===== config.mk =====
export PLATFORM = sky130hd
export DESIGN_NAME = dmm_top
export DESIGN_NICKNAME = d
export VERILOG_FILES = /design/src/dmm_pkg.sv /design/src/adc_mock.sv /design/src/dmm_top.sv /design/src/mode_mux.sv /design/src/register_set.sv /design/src/sequence_acquisition.sv /design/src/spi_frontend.sv
export SDC_FILE = /design/constraint.sdc
export NUM_CORES = 1
export LEC_CHECK = 0
export BUFFER_PORTS_ARGS = -buffer_cell sky130_fd_sc_hd__buf_2
export CORE_MARGIN = 10
export CORE_UTILIZATION = 25
export DETAILED_ROUTE_END_ITERATION = 10
export PLACE_DENSITY = 0.45
export SLEW_MARGIN = 10
export SYNTH_ARGS = -nofsm -noshare
export SYNTH_HDL_FRONTEND = slang
export SYNTH_SLANG_ARGS = --single-unit

===== constraint.sdc =====
create_clock -name clk -period 4 [get_ports clk]
set_clock_uncertainty 0.1 [all_clocks]
set_input_delay 0.4 -clock clk [delete_from_list [all_inputs] [get_ports clk]]
set_output_delay 0.4 -clock clk [all_outputs]
set_load 0.02 [all_outputs]

===== src/dmm_pkg.sv =====
// dmm control package, shared widths, register map, enums and bus structs
`default_nettype none

package dmm_pkg;

  //////////////////////////////
  // widths
  localparam int REG_W     = 32;   // register width
  localparam int ADDR_W    = 7;    // address field of command byte
  localparam int FRAME_W   = 40;   // cmd byte + 32 data bits
  localparam int BIT_CNT_W = 6;    // holds 0..FRAME_W+1
  localparam int SEQ_MAX   = 4;    // sequence slots
  localparam int COUNT_W   = 24;   // clk counters

  localparam logic [7:0] MAGIC_STATUS = 8'hAA;

  //////////////////////////////
  // register map
  localparam logic [7:0] REG_STATUS       = 8'h08;  // read only
  localparam logic [7:0] REG_4094_OE      = 8'h09;
  localparam logic [7:0] REG_MODE         = 8'h0C;
  localparam logic [7:0] REG_DIRECT       = 8'h0D;
  localparam logic [7:0] REG_SA_PRECHARGE = 8'h14;
  localparam logic [7:0] REG_SA_SEQ_N     = 8'h15;
  localparam logic [7:0] REG_SA_SEQ0      = 8'h16;
  localparam logic [7:0] REG_SA_SEQ1      = 8'h17;
  localparam logic [7:0] REG_SA_SEQ2      = 8'h18;
  localparam logic [7:0] REG_SA_SEQ3      = 8'h19;
  localparam logic [7:0] REG_ADC_APERTURE = 8'h1A;

  // spi device select codes
  typedef enum logic [2:0] {
    SPI_CS_DEASSERT   = 3'd0,
    SPI_CS_FPGA0      = 3'd1,   // register set
    SPI_CS_4094       = 3'd2,
    SPI_CS_INVERT_DAC = 3'd3,
    SPI_CS_MDAC1      = 3'd4    // isolated mdac
  } spi_cs_e;

  typedef enum logic [2:0] {
    MODE_DIRECT   = 3'd0,
    MODE_SEQ_MOCK = 3'd6       // sequencer with mocked adc
  } mode_e;

  typedef enum logic [1:0] {SA_IDLE, SA_PRECHARGE, SA_SAMPLE} sa_state_e;

  // one register access from the spi side
  typedef struct packed {
    logic              valid;  // clear for the read strobe
    logic              write;
    logic [ADDR_W-1:0] addr;
    logic [REG_W-1:0]  wdata;
  } reg_access_t;

  typedef struct packed {
    logic [1:0] pc_sw;
    logic [3:0] azmux;
  } seq_entry_t;

  typedef struct packed {
    logic [2:0]                seq_n;
    seq_entry_t [SEQ_MAX-1:0]  seq;
    logic [COUNT_W-1:0]        precharge;
  } sa_params_t;

  // output vector, msb first, 26 bits
  typedef struct packed {
    logic       adc_reset_n;
    logic       meas_complete;
    logic       spi_interrupt;
    logic       cmpr_latch;
    logic       sigmux;
    logic       rstmux;
    logic [1:0] refmux;
    logic [3:0] azmux;
    logic [1:0] pc_sw;
    logic [7:0] monitor;
    logic [3:0] leds;
  } out_vec_t;

endpackage

`default_nettype wire


===== src/adc_mock.sv =====
// mock adc, counts the aperture and flags end of measurement
`timescale 1ns/10ps
`default_nettype none

module adc_mock (
  input  wire        clk,
  input  wire        rst_i,
  input  wire        reset_n_i,       // run enable from sequencer
  input  wire [23:0] aperture_i,
  output logic       measure_valid_o
);
  import dmm_pkg::*;

  logic [COUNT_W-1:0] count;
  logic               done;           // holds off until reset_n drops

  always_ff @(posedge clk) begin
    if (rst_i || !reset_n_i) begin
      count           <= '0;
      done            <= 1'b0;
      measure_valid_o <= 1'b0;
    end else begin
      measure_valid_o <= 1'b0;
      if (!done) begin
        if (count == aperture_i) begin
          measure_valid_o <= 1'b1;    // aperture+1 after enable
          done            <= 1'b1;
        end else begin
          count <= count + 1'b1;
        end
      end
    end
  end

endmodule

`default_nettype wire


===== src/dmm_top.sv =====
// dmm control fpga top, spi register access, sequencer and output mux
`timescale 1ns/10ps
`default_nettype none

module dmm_top (
  input  wire        clk,
  input  wire        rst_i,
  input  wire        sck_i,
  input  wire        sdi_i,
  input  wire [2:0]  spi_cs_vec_i,
  input  wire [3:0]  hw_flags_i,
  input  wire        adc_cmpr_i,       // no real adc here, unused
  input  wire        sa_trig_i,
  output wire        sdo_o,
  output wire        spi_glb_clk_o,
  output wire        spi_glb_mosi_o,
  output wire        spi_4094_strobe_o,
  output wire        spi_4094_oe_o,
  output wire        spi_invert_dac_ss_o,
  output wire        spi_iso_cs_o,
  output wire [3:0]  leds_o,
  output wire [7:0]  monitor_o,
  output wire [1:0]  pc_sw_o,
  output wire [3:0]  azmux_o,
  output wire [1:0]  adc_refmux_o,
  output wire        adc_sigmux_o,
  output wire        adc_rstmux_o,
  output wire        adc_cmpr_latch_o,
  output wire        spi_interrupt_o
);
  import dmm_pkg::*;

  reg_access_t access;
  logic [31:0] rdata;
  mode_e       mode;
  out_vec_t    direct_vec, seq_vec, out_vec;
  sa_params_t  sa_params;
  logic [23:0] aperture;
  logic        adc_reset_n, measure_valid;
  logic [2:0]  sample_idx_last;

  spi_frontend u_spi_frontend (
    .clk(clk), .rst_i(rst_i),
    .sck_i(sck_i), .sdi_i(sdi_i), .spi_cs_vec_i(spi_cs_e'(spi_cs_vec_i)),
    .rdata_i(rdata), .sdo_o(sdo_o),
    .spi_glb_clk_o(spi_glb_clk_o), .spi_glb_mosi_o(spi_glb_mosi_o),
    .spi_4094_strobe_o(spi_4094_strobe_o),
    .spi_invert_dac_ss_o(spi_invert_dac_ss_o), .spi_iso_cs_o(spi_iso_cs_o),
    .access_o(access)
  );

  register_set u_register_set (
    .clk(clk), .rst_i(rst_i),
    .access_i(access), .hw_flags_i(hw_flags_i), .sample_idx_last_i(sample_idx_last),
    .rdata_o(rdata), .mode_o(mode), .direct_o(direct_vec),
    .spi_4094_oe_o(spi_4094_oe_o), .sa_params_o(sa_params), .aperture_o(aperture)
  );

  sequence_acquisition u_sequence_acquisition (
    .clk(clk), .rst_i(rst_i), .trig_i(sa_trig_i),
    .params_i(sa_params), .measure_valid_i(measure_valid),
    .adc_reset_n_o(adc_reset_n), .out_o(seq_vec), .sample_idx_last_o(sample_idx_last)
  );

  adc_mock u_adc_mock (
    .clk(clk), .rst_i(rst_i),
    .reset_n_i(adc_reset_n), .aperture_i(aperture), .measure_valid_o(measure_valid)
  );

  mode_mux u_mode_mux (
    .clk(clk), .rst_i(rst_i),
    .mode_i(mode), .direct_i(direct_vec), .seq_i(seq_vec), .out_o(out_vec)
  );

  //////////////////////////////
  // pins, adc_reset_n and meas_complete have no pin
  assign leds_o           = out_vec.leds;
  assign monitor_o        = out_vec.monitor;
  assign pc_sw_o          = out_vec.pc_sw;
  assign azmux_o          = out_vec.azmux;
  assign adc_refmux_o     = out_vec.refmux;
  assign adc_sigmux_o     = out_vec.sigmux;
  assign adc_rstmux_o     = out_vec.rstmux;
  assign adc_cmpr_latch_o = out_vec.cmpr_latch;
  assign spi_interrupt_o  = out_vec.spi_interrupt;

endmodule

`default_nettype wire


===== src/mode_mux.sv =====
// registered mode select of the switch, led and monitor output vector
`timescale 1ns/10ps
`default_nettype none

module mode_mux (
  input  wire               clk,
  input  wire               rst_i,
  input  dmm_pkg::mode_e    mode_i,
  input  dmm_pkg::out_vec_t direct_i,
  input  dmm_pkg::out_vec_t seq_i,
  output dmm_pkg::out_vec_t out_o
);
  import dmm_pkg::*;

  always_ff @(posedge clk) begin
    if (rst_i) begin
      out_o <= '0;                         // all switches open
    end else begin
      case (mode_i)
        MODE_DIRECT:   out_o <= direct_i;  // direct register drives pins
        MODE_SEQ_MOCK: out_o <= seq_i;     // needs trig and seq_n
        default:       out_o <= '0;        // unused slots
      endcase
    end
  end

endmodule

`default_nettype wire


===== src/register_set.sv =====
// control register set with registered read-back and status word
`timescale 1ns/10ps
`default_nettype none

module register_set (
  input  wire                  clk,
  input  wire                  rst_i,
  input  dmm_pkg::reg_access_t access_i,
  input  wire [3:0]            hw_flags_i,
  input  wire [2:0]            sample_idx_last_i,
  output logic [31:0]          rdata_o,
  output dmm_pkg::mode_e       mode_o,
  output dmm_pkg::out_vec_t    direct_o,
  output logic                 spi_4094_oe_o,
  output dmm_pkg::sa_params_t  sa_params_o,
  output logic [23:0]          aperture_o
);
  import dmm_pkg::*;

  logic [2:0]       mode_q;
  logic [REG_W-1:0] status_w;
  logic [REG_W-1:0] rd_word;
  logic [7:0]       addr;      // map constants are 8 bit
  logic             wr_en;

  assign addr  = {1'b0, access_i.addr};
  assign wr_en = access_i.valid & access_i.write;

  assign status_w = {9'b0, sa_params_o.seq_n, 1'b0, sample_idx_last_i,
                     4'b0, hw_flags_i, MAGIC_STATUS};

  //////////////////////////////
  // writes
  always_ff @(posedge clk) begin
    if (rst_i) begin
      mode_q        <= '0;
      direct_o      <= '0;
      spi_4094_oe_o <= 1'b0;       // 4094 outputs off at power up
      sa_params_o   <= '0;
      aperture_o    <= '0;
    end else if (wr_en) begin
      case (addr)
        REG_4094_OE:      spi_4094_oe_o         <= access_i.wdata[0];
        REG_MODE:         mode_q                <= access_i.wdata[2:0];
        REG_DIRECT:       direct_o              <= access_i.wdata[$bits(out_vec_t)-1:0];
        REG_SA_PRECHARGE: sa_params_o.precharge <= access_i.wdata[COUNT_W-1:0];
        REG_SA_SEQ_N:     sa_params_o.seq_n     <= access_i.wdata[2:0];
        REG_SA_SEQ0:      sa_params_o.seq[0]    <= access_i.wdata[5:0];
        REG_SA_SEQ1:      sa_params_o.seq[1]    <= access_i.wdata[5:0];
        REG_SA_SEQ2:      sa_params_o.seq[2]    <= access_i.wdata[5:0];
        REG_SA_SEQ3:      sa_params_o.seq[3]    <= access_i.wdata[5:0];
        REG_ADC_APERTURE: aperture_o            <= access_i.wdata[COUNT_W-1:0];
        default: ;                 // status and unknown, dropped
      endcase
    end
  end

  assign mode_o = mode_e'(mode_q);

  //////////////////////////////
  // read mux, zero extended
  always_comb begin
    case (addr)
      REG_STATUS:       rd_word = status_w;
      REG_4094_OE:      rd_word = {31'b0, spi_4094_oe_o};
      REG_MODE:         rd_word = {29'b0, mode_q};
      REG_DIRECT:       rd_word = {6'b0, direct_o};
      REG_SA_PRECHARGE: rd_word = {8'b0, sa_params_o.precharge};
      REG_SA_SEQ_N:     rd_word = {29'b0, sa_params_o.seq_n};
      REG_SA_SEQ0:      rd_word = {26'b0, sa_params_o.seq[0]};
      REG_SA_SEQ1:      rd_word = {26'b0, sa_params_o.seq[1]};
      REG_SA_SEQ2:      rd_word = {26'b0, sa_params_o.seq[2]};
      REG_SA_SEQ3:      rd_word = {26'b0, sa_params_o.seq[3]};
      REG_ADC_APERTURE: rd_word = {8'b0, aperture_o};
      default:          rd_word = '0;
    endcase
  end

  always_ff @(posedge clk) begin
    if (rst_i) rdata_o <= '0;
    else       rdata_o <= rd_word;   // ready cycle after strobe
  end

endmodule

`default_nettype wire


===== src/sequence_acquisition.sv =====
// sample acquisition sequencer, precharge then sample for each switch setting
`timescale 1ns/10ps
`default_nettype none

module sequence_acquisition (
  input  wire                 clk,
  input  wire                 rst_i,
  input  wire                 trig_i,            // low holds in reset
  input  dmm_pkg::sa_params_t params_i,
  input  wire                 measure_valid_i,
  output logic                adc_reset_n_o,
  output dmm_pkg::out_vec_t   out_o,
  output logic [2:0]          sample_idx_last_o
);
  import dmm_pkg::*;

  sa_state_e          state;
  logic [2:0]         idx;
  logic [COUNT_W-1:0] cnt;           // precharge clk count
  seq_entry_t         entry;
  logic               hold;

  assign hold  = rst_i | ~trig_i;
  assign entry = params_i.seq[idx[1:0]];

  //////////////////////////////
  // fsm
  always_ff @(posedge clk) begin
    if (hold) begin
      state             <= SA_IDLE;
      idx               <= '0;
      cnt               <= '0;
      sample_idx_last_o <= '0;
    end else if (params_i.seq_n == '0) begin
      state <= SA_IDLE;              // nothing to run
      idx   <= '0;
    end else if (state != SA_IDLE && idx >= params_i.seq_n) begin
      state <= SA_PRECHARGE;         // seq_n shrunk under us, restart
      idx   <= '0;
      cnt   <= '0;
    end else begin
      case (state)
        SA_IDLE: begin
          state <= SA_PRECHARGE;
          idx   <= '0;
          cnt   <= '0;
        end
        SA_PRECHARGE: begin
          if (cnt + 1'b1 >= params_i.precharge)   // zero counts as one
            state <= SA_SAMPLE;
          else
            cnt <= cnt + 1'b1;
        end
        SA_SAMPLE: begin
          if (measure_valid_i) begin
            sample_idx_last_o <= idx;
            idx   <= (idx + 1'b1 >= params_i.seq_n) ? 3'd0 : idx + 1'b1;
            cnt   <= '0;
            state <= SA_PRECHARGE;
          end
        end
        default: state <= SA_IDLE;
      endcase
    end
  end

  //////////////////////////////
  // outputs
  assign adc_reset_n_o = (state == SA_SAMPLE);   // mock adc runs in sample only

  always_comb begin
    out_o = '0;
    if (state != SA_IDLE) begin
      out_o.azmux   = entry.azmux;
      out_o.pc_sw   = (state == SA_SAMPLE) ? entry.pc_sw : 2'b00;
      out_o.leds    = 4'b0001 << idx[1:0];
      out_o.monitor = {2'b00, state, 1'b0, idx};  // state hi, idx lo
    end
  end

  // index stays inside the programmed sequence
  a_idx_range: assert property (@(posedge clk) disable iff (hold)
    (state != SA_IDLE) && $stable(params_i.seq_n) |-> (idx < params_i.seq_n));

  // adc done only expected while sampling
  a_valid_in_sample: assert property (@(posedge clk) disable iff (hold)
    measure_valid_i |-> (state == SA_SAMPLE));

endmodule

`default_nettype wire


===== src/spi_frontend.sv =====
// spi slave port, oversampled in clk, with select decode and register access framing
`timescale 1ns/10ps
`default_nettype none

module spi_frontend (
  input  wire                  clk,
  input  wire                  rst_i,
  input  wire                  sck_i,
  input  wire                  sdi_i,
  input  dmm_pkg::spi_cs_e     spi_cs_vec_i,
  input  wire [31:0]           rdata_i,
  output logic                 sdo_o,
  output logic                 spi_glb_clk_o,
  output logic                 spi_glb_mosi_o,
  output logic                 spi_4094_strobe_o,
  output logic                 spi_invert_dac_ss_o,
  output logic                 spi_iso_cs_o,
  output dmm_pkg::reg_access_t access_o
);
  import dmm_pkg::*;

  logic [2:0]           sck_s;       // 2 sync flops + history
  logic [1:0]           sdi_s;
  logic [1:0][2:0]      cs_s;
  logic                 sel, sel_q;
  logic                 sck_rise, sck_fall;
  logic [BIT_CNT_W-1:0] bit_cnt;
  logic [FRAME_W-1:0]   shift_in;
  logic [REG_W-1:0]     shift_out;
  logic [1:0]           rd_pipe;     // [1] loads read data

  //////////////////////////////
  // device select, raw pins
  assign spi_glb_clk_o       = (spi_cs_vec_i == SPI_CS_FPGA0) ? 1'b1 : sck_i;  // park hi
  assign spi_glb_mosi_o      = (spi_cs_vec_i == SPI_CS_FPGA0) ? 1'b1 : sdi_i;  // park hi
  assign spi_4094_strobe_o   = (spi_cs_vec_i == SPI_CS_4094);        // active hi
  assign spi_invert_dac_ss_o = (spi_cs_vec_i != SPI_CS_INVERT_DAC);  // active lo
  assign spi_iso_cs_o        = (spi_cs_vec_i != SPI_CS_MDAC1);       // active lo

  //////////////////////////////
  // oversampling
  assign sel      = (cs_s[1] == SPI_CS_FPGA0);
  assign sck_rise = sck_s[1] & ~sck_s[2];
  assign sck_fall = ~sck_s[1] & sck_s[2];

  always_ff @(posedge clk) begin
    if (rst_i) begin
      sck_s <= '0;
      sdi_s <= '0;
      cs_s  <= '0;
      sel_q <= 1'b0;
    end else begin
      sck_s <= {sck_s[1:0], sck_i};
      sdi_s <= {sdi_s[0], sdi_i};
      cs_s  <= {cs_s[0], spi_cs_vec_i};
      sel_q <= sel;
    end
  end

  //////////////////////////////
  // framing
  always_ff @(posedge clk) begin
    if (rst_i) begin
      bit_cnt   <= '0;
      shift_in  <= '0;
      shift_out <= '0;
      sdo_o     <= 1'b0;
      rd_pipe   <= '0;
      access_o  <= '0;
    end else begin
      access_o <= '0;                                 // single cycle strobes
      rd_pipe  <= {rd_pipe[0], sel & sck_rise & (bit_cnt == BIT_CNT_W'(7))};
      if (!sel) begin
        bit_cnt   <= '0;
        shift_out <= '0;                              // zeros over cmd byte
        sdo_o     <= 1'b0;
      end else begin
        if (sck_rise) begin
          shift_in <= {shift_in[FRAME_W-2:0], sdi_s[1]};
          if (bit_cnt != BIT_CNT_W'(FRAME_W + 1))     // saturate, long frame
            bit_cnt <= bit_cnt + 1'b1;
          if (bit_cnt == BIT_CNT_W'(7))               // cmd byte done, read strobe
            access_o.addr <= {shift_in[ADDR_W-2:0], sdi_s[1]};
        end
        if (rd_pipe[1]) begin
          shift_out <= rdata_i;                       // rdata registered one cycle after strobe
        end else if (sck_fall) begin
          sdo_o     <= shift_out[REG_W-1];
          shift_out <= {shift_out[REG_W-2:0], 1'b0};
        end
      end
      // end of frame, exact length only
      if (sel_q && !sel && bit_cnt == BIT_CNT_W'(FRAME_W)) begin
        access_o.valid <= 1'b1;
        access_o.write <= shift_in[FRAME_W-1];
        access_o.addr  <= shift_in[FRAME_W-2 -: ADDR_W];
        access_o.wdata <= shift_in[REG_W-1:0];
      end
    end
  end

  // one access per frame
  a_single_valid: assert property (@(posedge clk) disable iff (rst_i)
    access_o.valid |=> !access_o.valid);

endmodule

`default_nettype wire


---- After elaboration in Yosys (flattened, before gate mapping) ----
Index checks and enable logic that the tools add are counted.
word-level totals
  latch bits .............................. 0
  word-level logic and storage cells ...... 173
  output and inout bits ................... 31
  input bits .............................. 13
  memory bits (read-only) ................. 0
  bits in registers ....................... 347
  RAM bits ................................ 0
  memories ................................ 0
operators by class
  divide/modulo/power cells ............... 0
  mux-type cells .......................... 27
  reduce and logical (&&, ||, !) cells .... 37
  magnitude comparators ................... 4
  $mul .................................... 0
  equal/unequal tests ..................... 28
  add/sub/neg operators ................... 4
  bitwise logic cells ..................... 16
  shift operators ......................... 1
operators by type and width
  kind                     number
  $pmux W26 S11            1
  $mux W24                 3
  $pmux W24 S3             1
  $mux W32                 2
  $eq A7 B5 Y1 const B     7
  $add A24 B1 Y24 const B  2
  $pmux W24 S2             1
  $mux W41                 1
  $reduce_and A2 Y1        17
  $eq A7 B4 Y1 const B     4
  $eq A24 B24 Y1           1
  $ge A24 B24 Y1           1
  $mux W7                  3
  $mux W18                 1
  $bmux W6 S2              1
  $not A1 Y1               10
  $reduce_and A4 Y1        2
  $reduce_or A2 Y1         4
  $add A6 B1 Y6 const B    1
  $eq A3 B1 Y1 const B     2
  $eq A6 B3 Y1 const B     1
  $eq A6 B6 Y1 const B     1
  $ge A3 B3 Y1             2
  $logic_not A3 Y1         2
  28 further kinds         46

---- Depth between registers and ports, before layout ----
Gate-level depths: netlist of run 1.
  word-level depth ........................ 6
  gate-level depth with buffers ........... 15
  gate-level depth less buffers ........... 14

---- By module ----
Synthesis of run 1 repeated with hierarchy kept, for this count alone.
second synthesis, totals
  cells, all modules ...................... 1,791
  area total of the unflattened synthesis .. 16,036.6 sq um
modules (own cells, without submodules)
  module                cells an instance  sequential area each (sq um)  instances  area each (sq um)
  register_set          650                2,622.5                       1          5,572.8
  spi_frontend          498                2,682.6                       1          4,969.8
  sequence_acquisition  338                640.6                         1          2,824.0
  adc_mock              187                520.5                         1          1,584.0
  mode_mux              118                520.5                         1          1,086.0

---- Worst setup path after synthesis of run 1 ----
Ideal clock, no wire load.
  path type ............................... register to register
  from .................................... register u_sequence_acquisition.cnt[8]
  to ...................................... register u_sequence_acquisition.cnt[12]
  stages on the path, launching flop included .. 13
  period minus slack after synthesis ...... 3.219 ns
  arrival time ............................ 3.056 ns
  library setup time ...................... 0.062 ns
  setup slack ............................. 0.781 ns
  cells stage by stage .................... dfxtp_1 > nand4_2 > or3_4 > nor2_2 > and3_1 > nand2b_1 > nand2_1 > ha_1 > and4_1 > a221oi_1 > nand2_2 > or4_1 > nand3_1
between the ends
  longest elaborated chain between the ends .. 4
  elaborated cells between the ends (all ways) .. 7
ends and longest elaborated chain
  element                                                  RTL line                                                source
  start, declared                                          sequence_acquisition.sv:19                              logic [COUNT_W-1:0] cnt;
  start signal, assigned                                   sequence_acquisition.sv:52                              cnt <= cnt + 1'b1;
  $add A24 B1 Y24 *                                        sequence_acquisition.sv:49, sequence_acquisition.sv:52
  $ge A24 B24 Y1 or $mux W24 (tied branches)               sequence_acquisition.sv:49                              if (cnt + 1'b1 >= params_i.precharge)
  $ne A3 B2 Y1 (no line) or $pmux W24 S3 (tied branches)   --
  $reduce_and A4 Y1 (no line) or $mux W24 (tied branches)  --
Every way passes the cells marked *; elsewhere a longest branch is shown, timed or not. The select of a mux whose other input is x is not followed.
A chain may end at the register's enable or synchronous reset.

---- Worst setup path after layout of run 1 ----
  from .................................... register u_sequence_acquisition.cnt[8]
  to ...................................... register u_sequence_acquisition.cnt[20]
The elaborated chain is that of the path after synthesis.

==> results of run 1 <==
==> power groups by stage <==
stage               clock, mW  combinational (mW)  sequential (mW)
floorplan                   0              0.0524             3.48
global placement            0              0.0846             3.48
detailed placement          0              0.0856             3.48
CTS                      3.96              0.0898             3.40
global route             4.09              0.0963             3.40
finish                   3.86              0.0885             3.40
==> per-stage QoR <==
stage | hold WS (ps) | cell area [um^2] | instances | total power [mW]
floorplan | 314 | 14600 | 1743 | 3.53
finish | 173 | 17000 | 2552 | 7.35
detailed placement | 329 | 15500 | 2473 | 3.56
global route | 169 | 17000 | 2552 | 7.58
CTS | 154 | 17000 | 2552 | 7.45
global placement | 316 | 15500 | 2473 | 3.56
==> layout make-up <==
class | count | area, um^2
fillers | 6177 | 40700
well taps | 765 | 957
repair buffers | 79 | 507
flip-flops and latches | 341 | 6830
multi-input cells | 1250 | 7150
clock inverters | 13 | 180
clock buffers | 61 | 1200
inverters | 43 | 163
==> placed cells by master (no fill, tap or decap), drive strengths merged, types with 10 or more instances in the layout <==
master  count
dfxtp     341
or2        12
clkbuf     61
a22oi      58
mux2i      31
a21oi     234
a21o       11
o21ai      17
nor2      139
nor2b      20
o211ai     11
buf        74
or3        11
and3       10
nand2     377
xnor2      53
inv        44
nand3      59
and2       44
nor3       20
ha         39
nand4      15
==> worst max-delay path, cell delays in order (launching register included) <==
cell and delay [ps]:
dfxtp_1 430, nand4_2 150, or3_4 380, nor2_2 230
and3_1 210, nand2b_1 120, nand2_1 70, ha_1 290
and4_1 220, nand2_1 70, a21oi_1 220, o31ai_4 140
a31oi_1 370, buf_4 270, mux2i_1 190
==> kinds of logic (layout without fill, tap and decap cells) <==
logic type      Yosys count  in the layout  share of synthesized area
mux                      40             40                     0.0337
xor+xnor                 62             62                     0.0378
compound gates          364            364                      0.149
fa+ha+maj                39             39                     0.0335
simple gates            745            745                      0.235
buf+inv                 152            196                     0.0431
flops                   341            341                      0.468
==> registers in the layout, summed over array words and instances (netlist names), 6 cells and up <==
signal,count
u_adc_mock.count,24
u_mode_mux.out_o,24
u_register_set.aperture_o,24
u_register_set.direct_o,26
u_register_set.rdata_o,26
u_register_set.sa_params_o,51
u_sequence_acquisition.cnt,24
u_spi_frontend.access_o,35
u_spi_frontend.bit_cnt,6
u_spi_frontend.cs_s,6
u_spi_frontend.shift_in,40
u_spi_frontend.shift_out,32
==> layer usage <==
layer / vias to the layer above / GRT usage
met5: - / 0
met4: 0 / 0.0437
met3: 62 / 0.0198
met2: 226 / 0.205
met1: 5659 / 0.167
li1: 5944 / -
==> worst max-delay path by stage <==
stage / startpoint / endpoint
3_5_place_dp: u_sequence_acquisition.cnt[8] / u_sequence_acquisition.cnt[19]
3_3_place_gp: u_sequence_acquisition.cnt[8] / u_sequence_acquisition.cnt[12]
6_report: u_sequence_acquisition.cnt[8] / u_sequence_acquisition.cnt[20]
5_1_grt: u_sequence_acquisition.cnt[7] / u_sequence_acquisition.cnt[20]
2_1_floorplan: u_sequence_acquisition.cnt[8] / u_sequence_acquisition.cnt[12]
4_1_cts: u_sequence_acquisition.cnt[8] / u_sequence_acquisition.cnt[19]
==> timing repair <==
action | in CTS | in global routing
hold buffers | 5 | 0
endpoints found under the hold margin | 5 | 0
gates resized for setup | 0 | 1
endpoints found under the setup margin | 0 | 1
==> impl_metrics.json, run 1 <==
{
  "clk_transition_reported_paths_ps": 60,
  "timing.critical_path.arrival_ps": 3950,
  "tritoncts": "done",
  "p_leak_nw": 5.79,
  "clock_power_share": 0.525,
  "power.ir.vdd_worst_v": 0.000249,
  "detailedPlace.worstSlack_ps": 397,
  "reg2regPathDepth": 14,
  "final_hold_violations": 0,
  "regToRegSetupSlack_ps": 450,
  "met3RoutedLength_um": 1770,
  "sequentialPowerShare": 0.463,
  "worst_skew_pair.late_latency_ps": 570,
  "synth_largest_type_area_fraction": 0.468,
  "power.combinational.fraction": 0.012,
  "grt_first_pass_wirelength_um": 67700,
  "synth_ff_type": "dfxtp_1",
  "required_time_reported_for_the_critical_path_endpoint_ps": 4400,
  "min_path_cells": 2,
  "dieHeight_um": 261,
  "place_hpwl_um": 30000,
  "regToRegStartpoint": "u_sequence_acquisition.cnt[8]",
  "row_count": 88,
  "area_of_the_die_um2": 68400,
  "p_sw_frac": 0.215,
  "cell_internal_pwr_mw": 5.77,
  "wl_met2_um": 20400,
  "syn_area_per_cell_um2": 8.36,
  "grt.overflow.total": 0,
  "final.setup.worst_slack_ps": 447,
  "port_buffers": 42,
  "routability_congestion_estimate_from_global_placement": 0.843,
  "io_pins": 44,
  "synthDominantAreaCellType": "dfxtp_1",
  "post_route_cells_drive_above_1_share": 0.104,
  "finalNetCount": 1808,
  "final_period_minus_worst_setup_slack_ps": 3550,
  "post_synth_main_area_contributors": "dfxtp_1 47%, nand2_1 9.7%, a21oi_1 8.0%",
  "clock-sinks": 341,
  "drt_pass1_iterations": 5,
  "die_w_um": 261,
  "max_slew.worst_pin.slew_ps": 1130,
  "max_freq_mhz": 281,
  "grt_util_all_layers": 0.126,
  "route.vias.total": 11900,
  "layout_overhead_on_the_synthesized_area_pct": 16.6,
  "cts-buffers-inserted": 41,
  "clock_path_buffers": 3,
  "switching_power_mw": 1.58,
  "asyncSetResetFlopFracSynth": 0,
  "setup_tns_ps": 0,
  "yosys.cell_types.count": 73,
  "synthesis.instances": 1743,
  "first_global_vias": 11300,
  "antenna_cells": 0,
  "slew-limit-headroom": 0.241,
  "path_max_fanout": 7,
  "drt_first_iter_violations": 781,
  "placeableCoreArea_um2": 57700,
  "grt_start_max_net_pins": 59,
  "post-route-drc-count": 0,
  "p_per_area_nw_per_um2": 432,
  "period_share": 0.888,
  "timing.final.setup_violations": 0,
  "antenna_found_initial": 0,
  "htreeDepth": 2,
  "ant_nets": 0,
  "cts_root_buffer": "clkbuf_16",
  "synth.yosys.seq_area_share": 0.468,
  "starting_utilization_of_the_core_area": 0.253,
  "synth-seq-cells": 341,
  "reg2reg_to": "u_sequence_acquisition.cnt[20]",
  "finalWirelength_um": 43800,
  "routedLengthMet1_um": 20500,
  "worstSetupEndpointType": "flop",
  "timing.hold.worst.class": "primary input to flop",
  "synth_edf_count": 0,
  "criticalPathCategory": "flop to flop",
  "detail_route.wl_per_cell_um": 17.2,
  "timing.hold.worst_endpoint": "u_spi_frontend.access_o[38]",
  "maxCapViolCount": 0,
  "hold_path.startpoint": "rst_i",
  "yosysWarnings": 0,
  "maxSlewViolCount": 0,
  "yosys.cell_count.top_type": "nand2_1",
  "run_status": "finished, final reports clean",
  "cts.repair_timing.setup_buffer_count": 0,
  "synth_commonest_cells": "376 x nand2_1, 341 x dfxtp_1, 232 x a21oi_1, 137 x nor2_1, 79 x clkbuf_1",
  "post_synth_instance_area_um2": 14600,
  "postSynthNetCount": 1795,
  "final_core_util": 0.294,
  "maxUsedRoutingLayer": "met4",
  "critical_path.startpoint_type": "flop",
  "detail_route.vias_per_cell": 4.66,
  "grt_setup_unrepaired": "no"
}
(Power assumes the default switching activity.)
==> run 2: changes to the inputs <==
--- a/config.mk
+++ b/config.mk
@@ -6,10 +6,12 @@
 export NUM_CORES = 1
 export LEC_CHECK = 0
 export BUFFER_PORTS_ARGS = -buffer_cell sky130_fd_sc_hd__buf_2
+export CELL_PAD_IN_SITES_DETAIL_PLACEMENT = 1
+export CELL_PAD_IN_SITES_GLOBAL_PLACEMENT = 2
 export CORE_MARGIN = 10
 export CORE_UTILIZATION = 25
 export DETAILED_ROUTE_END_ITERATION = 10
-export PLACE_DENSITY = 0.45
+export PLACE_DENSITY = 0.62
 export SLEW_MARGIN = 10
 export SYNTH_ARGS = -nofsm -noshare
 export SYNTH_HDL_FRONTEND = slang
==> run 2 against run 1 <==
  * Total power increased by 3.3%
  * Worst hold slack got worse by 76 ps
  * Sequential power about the same
  * Routed wire length increased by 9.9%
  * Setup slack got worse by 79 ps
  * First-iteration DRC count decreased by 20%
  * Critical path depth decreased by 2
  * Combinational power increased by 2.4%
  * Sequential cell count unchanged
  * Utilization increased by 0.23 points
  * Die area unchanged
  * Count of clock-buffer cells in the layout decreased by 6
==> impl_metrics.json, run 2 (synthesis gave the netlist of run 1 again) <==
{
  "worst_skew_pair.late_latency_ps": 590,
  "cts_root_buffer": "clkbuf_16",
  "critical-path-top-delay-family": "simple AND/OR/NAND/NOR gates",
  "crit_path_max_incr_delay_ps": 490,
  "max_slew.worst_pin.slew_ps": 1010,
  "grt_first_pass_wirelength_um": 74500,
  "slew-limit-headroom": 0.324,
  "port_buffers": 42,
  "required_time_reported_for_the_critical_path_endpoint_ps": 4420,
  "clock_path_buffers": 3,
  "route.vias.total": 12100,
  "critical_path_stages": 12,
  "post_route_cells_drive_above_1_share": 0.112,
  "first_global_vias": 12300,
  "critical_path.startpoint_type": "flop",
  "detailedPlace.worstSlack_ps": 310,
  "clock-sinks": 341,
  "final.setup.worst_slack_ps": 368,
  "antenna_found_initial": 0,
  "worstPathBufferInverterCount": 1,
  "grt_start_max_net_pins": 66,
  "path_max_fanout": 7,
  "worstPathCellList": "ha_1 -> nand3_1 -> nor3_4 -> nand4_1 -> xnor2_1 -> ha_1 -> and4_1 -> a221oi_1 -> buf_4 -> nand2_2 -> or4_1 -> nand3_1",
  "timing.hold.worst.class": "primary input to flop",
  "antenna_cells": 0,
  "run_status": "finished, final reports clean",
  "detail_route.vias_per_cell": 4.74,
  "maxCapViolCount": 0,
  "power.ir.vdd_worst_v": 0.000272,
  "criticalPathCategory": "flop to flop",
  "max_freq_mhz": 275,
  "htreeDepth": 2,
  "fin_cells": 2558,
  "routability_congestion_estimate_from_global_placement": 0.806,
  "grt_use_met2": 0.230,
  "numPlacedInstances": 2476,
  "period_share": 0.908,
  "die_w_um": 261,
  "largest_register_ff_count": 51,
  "post-route-drc-count": 0,
  "layout_overhead_on_the_synthesized_area_pct": 17.5,
  "holdWs_ps": 97.0,
  "grt-busiest-layer": "met2",
  "final_common_cell": "nand2_1",
  "finalWirelength_um": 48100,
  "p_leak_nw": 5.87,
  "io_pins": 44,
  "reg2regPathDepth": 12,
  "finalNetCount": 1813,
  "cts-buffers-inserted": 43,
  "final_period_minus_worst_setup_slack_ps": 3630,
  "filler_cell_count": 6844,
  "dieHeight_um": 261,
  "maxSlewViolCount": 0,
  "grt.overflow.total": 0,
  "top_regs": "u_register_set.sa_params_o: 51 flops, u_spi_frontend.shift_in: 40 flops, u_spi_frontend.access_o: 35 flops",
  "drt_first_iter_violations": 621,
  "report.power.total_mw": 7.59,
  "worstSetupEndpointType": "flop",
  "starting_utilization_of_the_core_area": 0.253,
  "ant_nets": 0,
  "grt_util_all_layers": 0.140,
  "drt_pass1_iterations": 5,
  "final_core_util": 0.297,
  "grt_util_met1": 0.188,
  "clk_transition_reported_paths_ps": 60,
  "p_per_area_nw_per_um2": 443,
  "timing.final.setup_violations": 0,
  "final_hold_violations": 0,
  "placeableCoreArea_um2": 57700,
  "largest_register": "u_register_set.sa_params_o",
  "mostFrequentLayoutCells": "376 x nand2_1, 340 x dfxtp_1, 232 x a21oi_1",
  "grtUsageMet3": 0.0208,
  "area_of_the_die_um2": 68400,
  "row_count": 88,
  "tritoncts": "done",
  "place_hpwl_um": 34100,
  "min_path_cells": 2,
  "cts.repair_timing.setup_buffer_count": 0,
  "detail_route.wl_per_cell_um": 18.8,
  "timing.critical_path.arrival_ps": 4050,
  "crit_path_top_delay_cell": "or4_1"
}
run 2: final timing paths:
| check | from | endpoint | slack, ps |
|---|---|---|---|
| hold / removal | rst_i | u_register_set.spi_4094_oe_o | 100 |
| setup / recovery | u_sequence_acquisition.cnt[0] | u_sequence_acquisition.cnt[12] | 370 |
| hold reg to reg | u_spi_frontend.access_o[25] | u_register_set.direct_o[25] | 330 |
| setup reg to reg | u_sequence_acquisition.cnt[0] | u_sequence_acquisition.cnt[12] | 370 |
run 2: where the power goes:
group	switching (mW)	internal [mW]	total, mW	leakage (nW)
clock network	1.61	2.49	4.10	0.736
logic	0.0684	0.0222	0.0906	2.39
registers	0.00192	3.40	3.40	2.75
total	1.68	5.91	7.59	5.87
run 2: layout make-up:
class                      instances  area, um^2  share of cell area
clock buffer                      55        1180              0.0690
clock inverter                    22         310              0.0181
inverter                          43         163             0.00950
multi-input combinational       1250        7160               0.418
sequential                       341        6830               0.399
tap                              765         957              0.0559
timing repair buffer              82         529              0.0309
run 2: stage by stage:
step	TNS [ps]	cell area (um^2)
final	0	17100
after global routing	-3.13	17100
after CTS	0	17100
after detailed placement	0	15600
after global placement	0	15600
after floorplan	0	14600
run 2: per-layer routing:
layer | up-vias | wire length, um
li1 | 5932 | -
met1 | 5975 | 23400
met2 | 151 | 22400
met3 | 55 | 1450
met4 | 0 | 892
met5 | - | 0
run 2: timing repair:
action | 4_1_cts | 5_1_grt
gates resized for setup | 0 | 2
hold buffers | 5 | 0
endpoints found under the setup margin | 0 | 8
hold endpoints to repair | 5 | 0
==> run 3: changes to the inputs <==
--- a/config.mk
+++ b/config.mk
@@ -6,12 +6,12 @@
 export NUM_CORES = 1
 export LEC_CHECK = 0
 export BUFFER_PORTS_ARGS = -buffer_cell sky130_fd_sc_hd__buf_2
-export CELL_PAD_IN_SITES_DETAIL_PLACEMENT = 1
-export CELL_PAD_IN_SITES_GLOBAL_PLACEMENT = 2
+export CELL_PAD_IN_SITES_DETAIL_PLACEMENT = 0
+export CELL_PAD_IN_SITES_GLOBAL_PLACEMENT = 1
 export CORE_MARGIN = 10
 export CORE_UTILIZATION = 25
 export DETAILED_ROUTE_END_ITERATION = 10
-export PLACE_DENSITY = 0.62
+export PLACE_DENSITY = 0.53
 export SLEW_MARGIN = 10
 export SYNTH_ARGS = -nofsm -noshare
 export SYNTH_HDL_FRONTEND = slang
==> run 3 against run 2 <==
  * Non-clock buffer count decreased by 6
  * Via count decreased by 2.6%
  * Worst hold slack got worse by 69 ps
  * Clock power about the same
  * Combinational power decreased by 1%
  * Final area decreased by 0.23%
  * Die area unchanged
  * Count of clock-buffer cells in the layout increased by 5
  * Register-to-register slack got worse by 20 ps
  * Sequential share of layout area increased by 0.093 points
  * Critical path depth increased by 2
  * Sequential cell count unchanged
  * Critical path type unchanged
  * Largest cell class unchanged
  * Highest routed layer is now met5
==> impl_metrics.json, run 3 (synthesis gave the netlist of run 1 again) <==
{
  "run_status": "finished, final reports clean",
  "met3RoutedLength_um": 2110,
  "grt.overflow.total": 0,
  "criticalPathCategory": "flop to flop",
  "min_path_cells": 2,
  "period_share": 0.913,
  "seq_area_um2": 6830,
  "p_per_area_nw_per_um2": 445,
  "grt_first_pass_wirelength_um": 69700,
  "place_hpwl_um": 31600,
  "clock_path_buffers": 3,
  "detailedPlace.worstSlack_ps": 327,
  "slew-limit-headroom": 0.288,
  "filler_cell_count": 6219,
  "power.ir.vdd_worst_v": 0.000258,
  "wl_met2_um": 21000,
  "regToRegStartpoint": "u_sequence_acquisition.cnt[7]",
  "post_route_cells_drive_above_1_share": 0.107,
  "reg2regPathDepth": 14,
  "drt_first_iter_violations": 798,
  "final_common_cell": "nand2_1",
  "row_count": 88,
  "io_pins": 44,
  "worst_skew_pair.late_latency_ps": 570,
  "timing.hold.worst.class": "primary input to flop",
  "port_buffers": 42,
  "timing.hold.worst_endpoint": "u_spi_frontend.cs_s[1]",
  "cts.repair_timing.setup_buffer_count": 0,
  "routability_congestion_estimate_from_global_placement": 0.834,
  "drt_pass1_iterations": 6,
  "route.vias.total": 11800,
  "maxCapViolCount": 0,
  "finalWirelength_um": 45500,
  "final.setup.worst_slack_ps": 349,
  "routedLengthMet1_um": 21200,
  "clk_transition_reported_paths_ps": 60,
  "first_global_vias": 11400,
  "post-route-drc-count": 0,
  "setup_tns_ps": 0,
  "largest_register": "u_register_set.sa_params_o",
  "antenna_found_initial": 1,
  "antenna_cells": 0,
  "max_slew.worst_pin.slew_ps": 1070,
  "grt_start_max_net_pins": 147,
  "required_time_reported_for_the_critical_path_endpoint_ps": 4380,
  "top_regs": "u_register_set.sa_params_o: 51 flops, u_spi_frontend.shift_in: 40 flops, u_spi_frontend.access_o: 35 flops",
  "final_period_minus_worst_setup_slack_ps": 3650,
  "worstSetupEndpointType": "flop",
  "maxSlewViolCount": 0,
  "area_of_the_die_um2": 68400,
  "timing.critical_path.arrival_ps": 4030,
  "dieHeight_um": 261,
  "p_leak_nw": 5.84,
  "final_hold_violations": 0,
  "layout_overhead_on_the_synthesized_area_pct": 17.2,
  "die_w_um": 261,
  "detail_route.vias_per_cell": 4.63,
  "regToRegSetupSlack_ps": 350,
  "grt_setup_unrepaired": "no",
  "placeableCoreArea_um2": 57700,
  "finalNetCount": 1806,
  "largest_register_ff_count": 51,
  "grt_util_all_layers": 0.132,
  "critical_path.startpoint_type": "flop",
  "detail_route.wl_per_cell_um": 17.8,
  "mostFrequentLayoutCells": "376 x nand2_1, 340 x dfxtp_1, 232 x a21oi_1",
  "hold_path.startpoint": "spi_cs_vec_i[1]",
  "multiInputGateArea_um2": 7140,
  "ant_nets": 0,
  "clock-sinks": 341,
  "starting_utilization_of_the_core_area": 0.253,
  "timing.final.setup_violations": 0,
  "cts_root_buffer": "clkbuf_16",
  "cts-buffers-inserted": 42,
  "reg2reg_to": "u_sequence_acquisition.cnt[22]",
  "path_max_fanout": 7,
  "tritoncts": "done",
  "maxUsedRoutingLayer": "met5",
  "htreeDepth": 2,
  "max_freq_mhz": 274
}
[run 3: changes by cell type in the layout (fill, tap and decap cells not counted), moves of 2 or more]
cell,change
clkinv_2,-5
clkbuf_1,+2
clkbuf_8,+3
buf_4,-6
[run 3: metal layers]
layer | vias up | global-route usage
met4 | 2 | 0.0430
met2 | 229 | 0.214
met5 | - | 0
met1 | 5562 | 0.174
met3 | 70 | 0.0259
li1 | 5941 | -
[run 3: timing repair]
item | CTS | global route
hold buffers | 4 | 0
hold endpoints to repair | 4 | 0
endpoints found under the setup margin | 0 | 0
resized for setup | 0 | 0
[run 3: cell type report]
class | instances | share of cell area
Tap cell | 765 | 0.0560
Clock buffer | 60 | 0.0720
Multi-Input combinational cell | 1250 | 0.418
Clock inverter | 16 | 0.0157
Inverter | 43 | 0.00952
Timing Repair Buffer | 76 | 0.0289
Sequential cell | 341 | 0.400
[run 3: worst max-delay path by stage]
stage / cells past startpoint / start / to / slack [ps]
floorplan: 12 / u_sequence_acquisition.cnt[8] / u_sequence_acquisition.cnt[12] / 780
detailed placement: 14 / u_sequence_acquisition.cnt[8] / u_sequence_acquisition.cnt[19] / 330
finish: 14 / u_sequence_acquisition.cnt[7] / u_sequence_acquisition.cnt[22] / 350
CTS: 12 / u_sequence_acquisition.cnt[0] / u_sequence_acquisition.cnt[19] / 300
global route: 14 / u_sequence_acquisition.cnt[7] / u_sequence_acquisition.cnt[19] / 30
global placement: 13 / u_sequence_acquisition.cnt[0] / u_sequence_acquisition.cnt[19] / 410
[run 3: metrics by stage]
| step | instances | hold slack [ps] | cell area (um^2) | util | total power [mW] |
|---|---|---|---|---|---|
| 2_1_floorplan | 1743 | 314 | 14600 | - | 3.53 |
| 3_3_place_gp | 2471 | 317 | 15500 | 0.269 | 3.57 |
| 3_5_place_dp | 2471 | 323 | 15500 | 0.269 | 3.57 |
| 4_1_cts | 2551 | 0.0750 | 17100 | 0.296 | 7.73 |
| 5_1_grt | 2551 | 22.0 | 17100 | 0.296 | 7.89 |
| 6_report | 2551 | 28.0 | 17100 | 0.296 | 7.60 |
[run 3: where the power goes]
part,internal (mW),switching (mW)
clock,2.59,1.52
combinational,0.0213,0.0682
sequential,3.40,0.00163
total,6.01,1.59
[run 3: critical path, cell delays in order, from the launching register on]
cell      delay [ps]
dfxtp_1          440
nand4_2          150
or3_4            390
nor2_2           250
and3_1           210
nand2b_1         120
nand2_1           80
ha_1             300
and4_1           230
nand2_1           70
a21oi_1          230
o31ai_4          140
a31oi_1          370
buf_4            280
mux2i_1          200
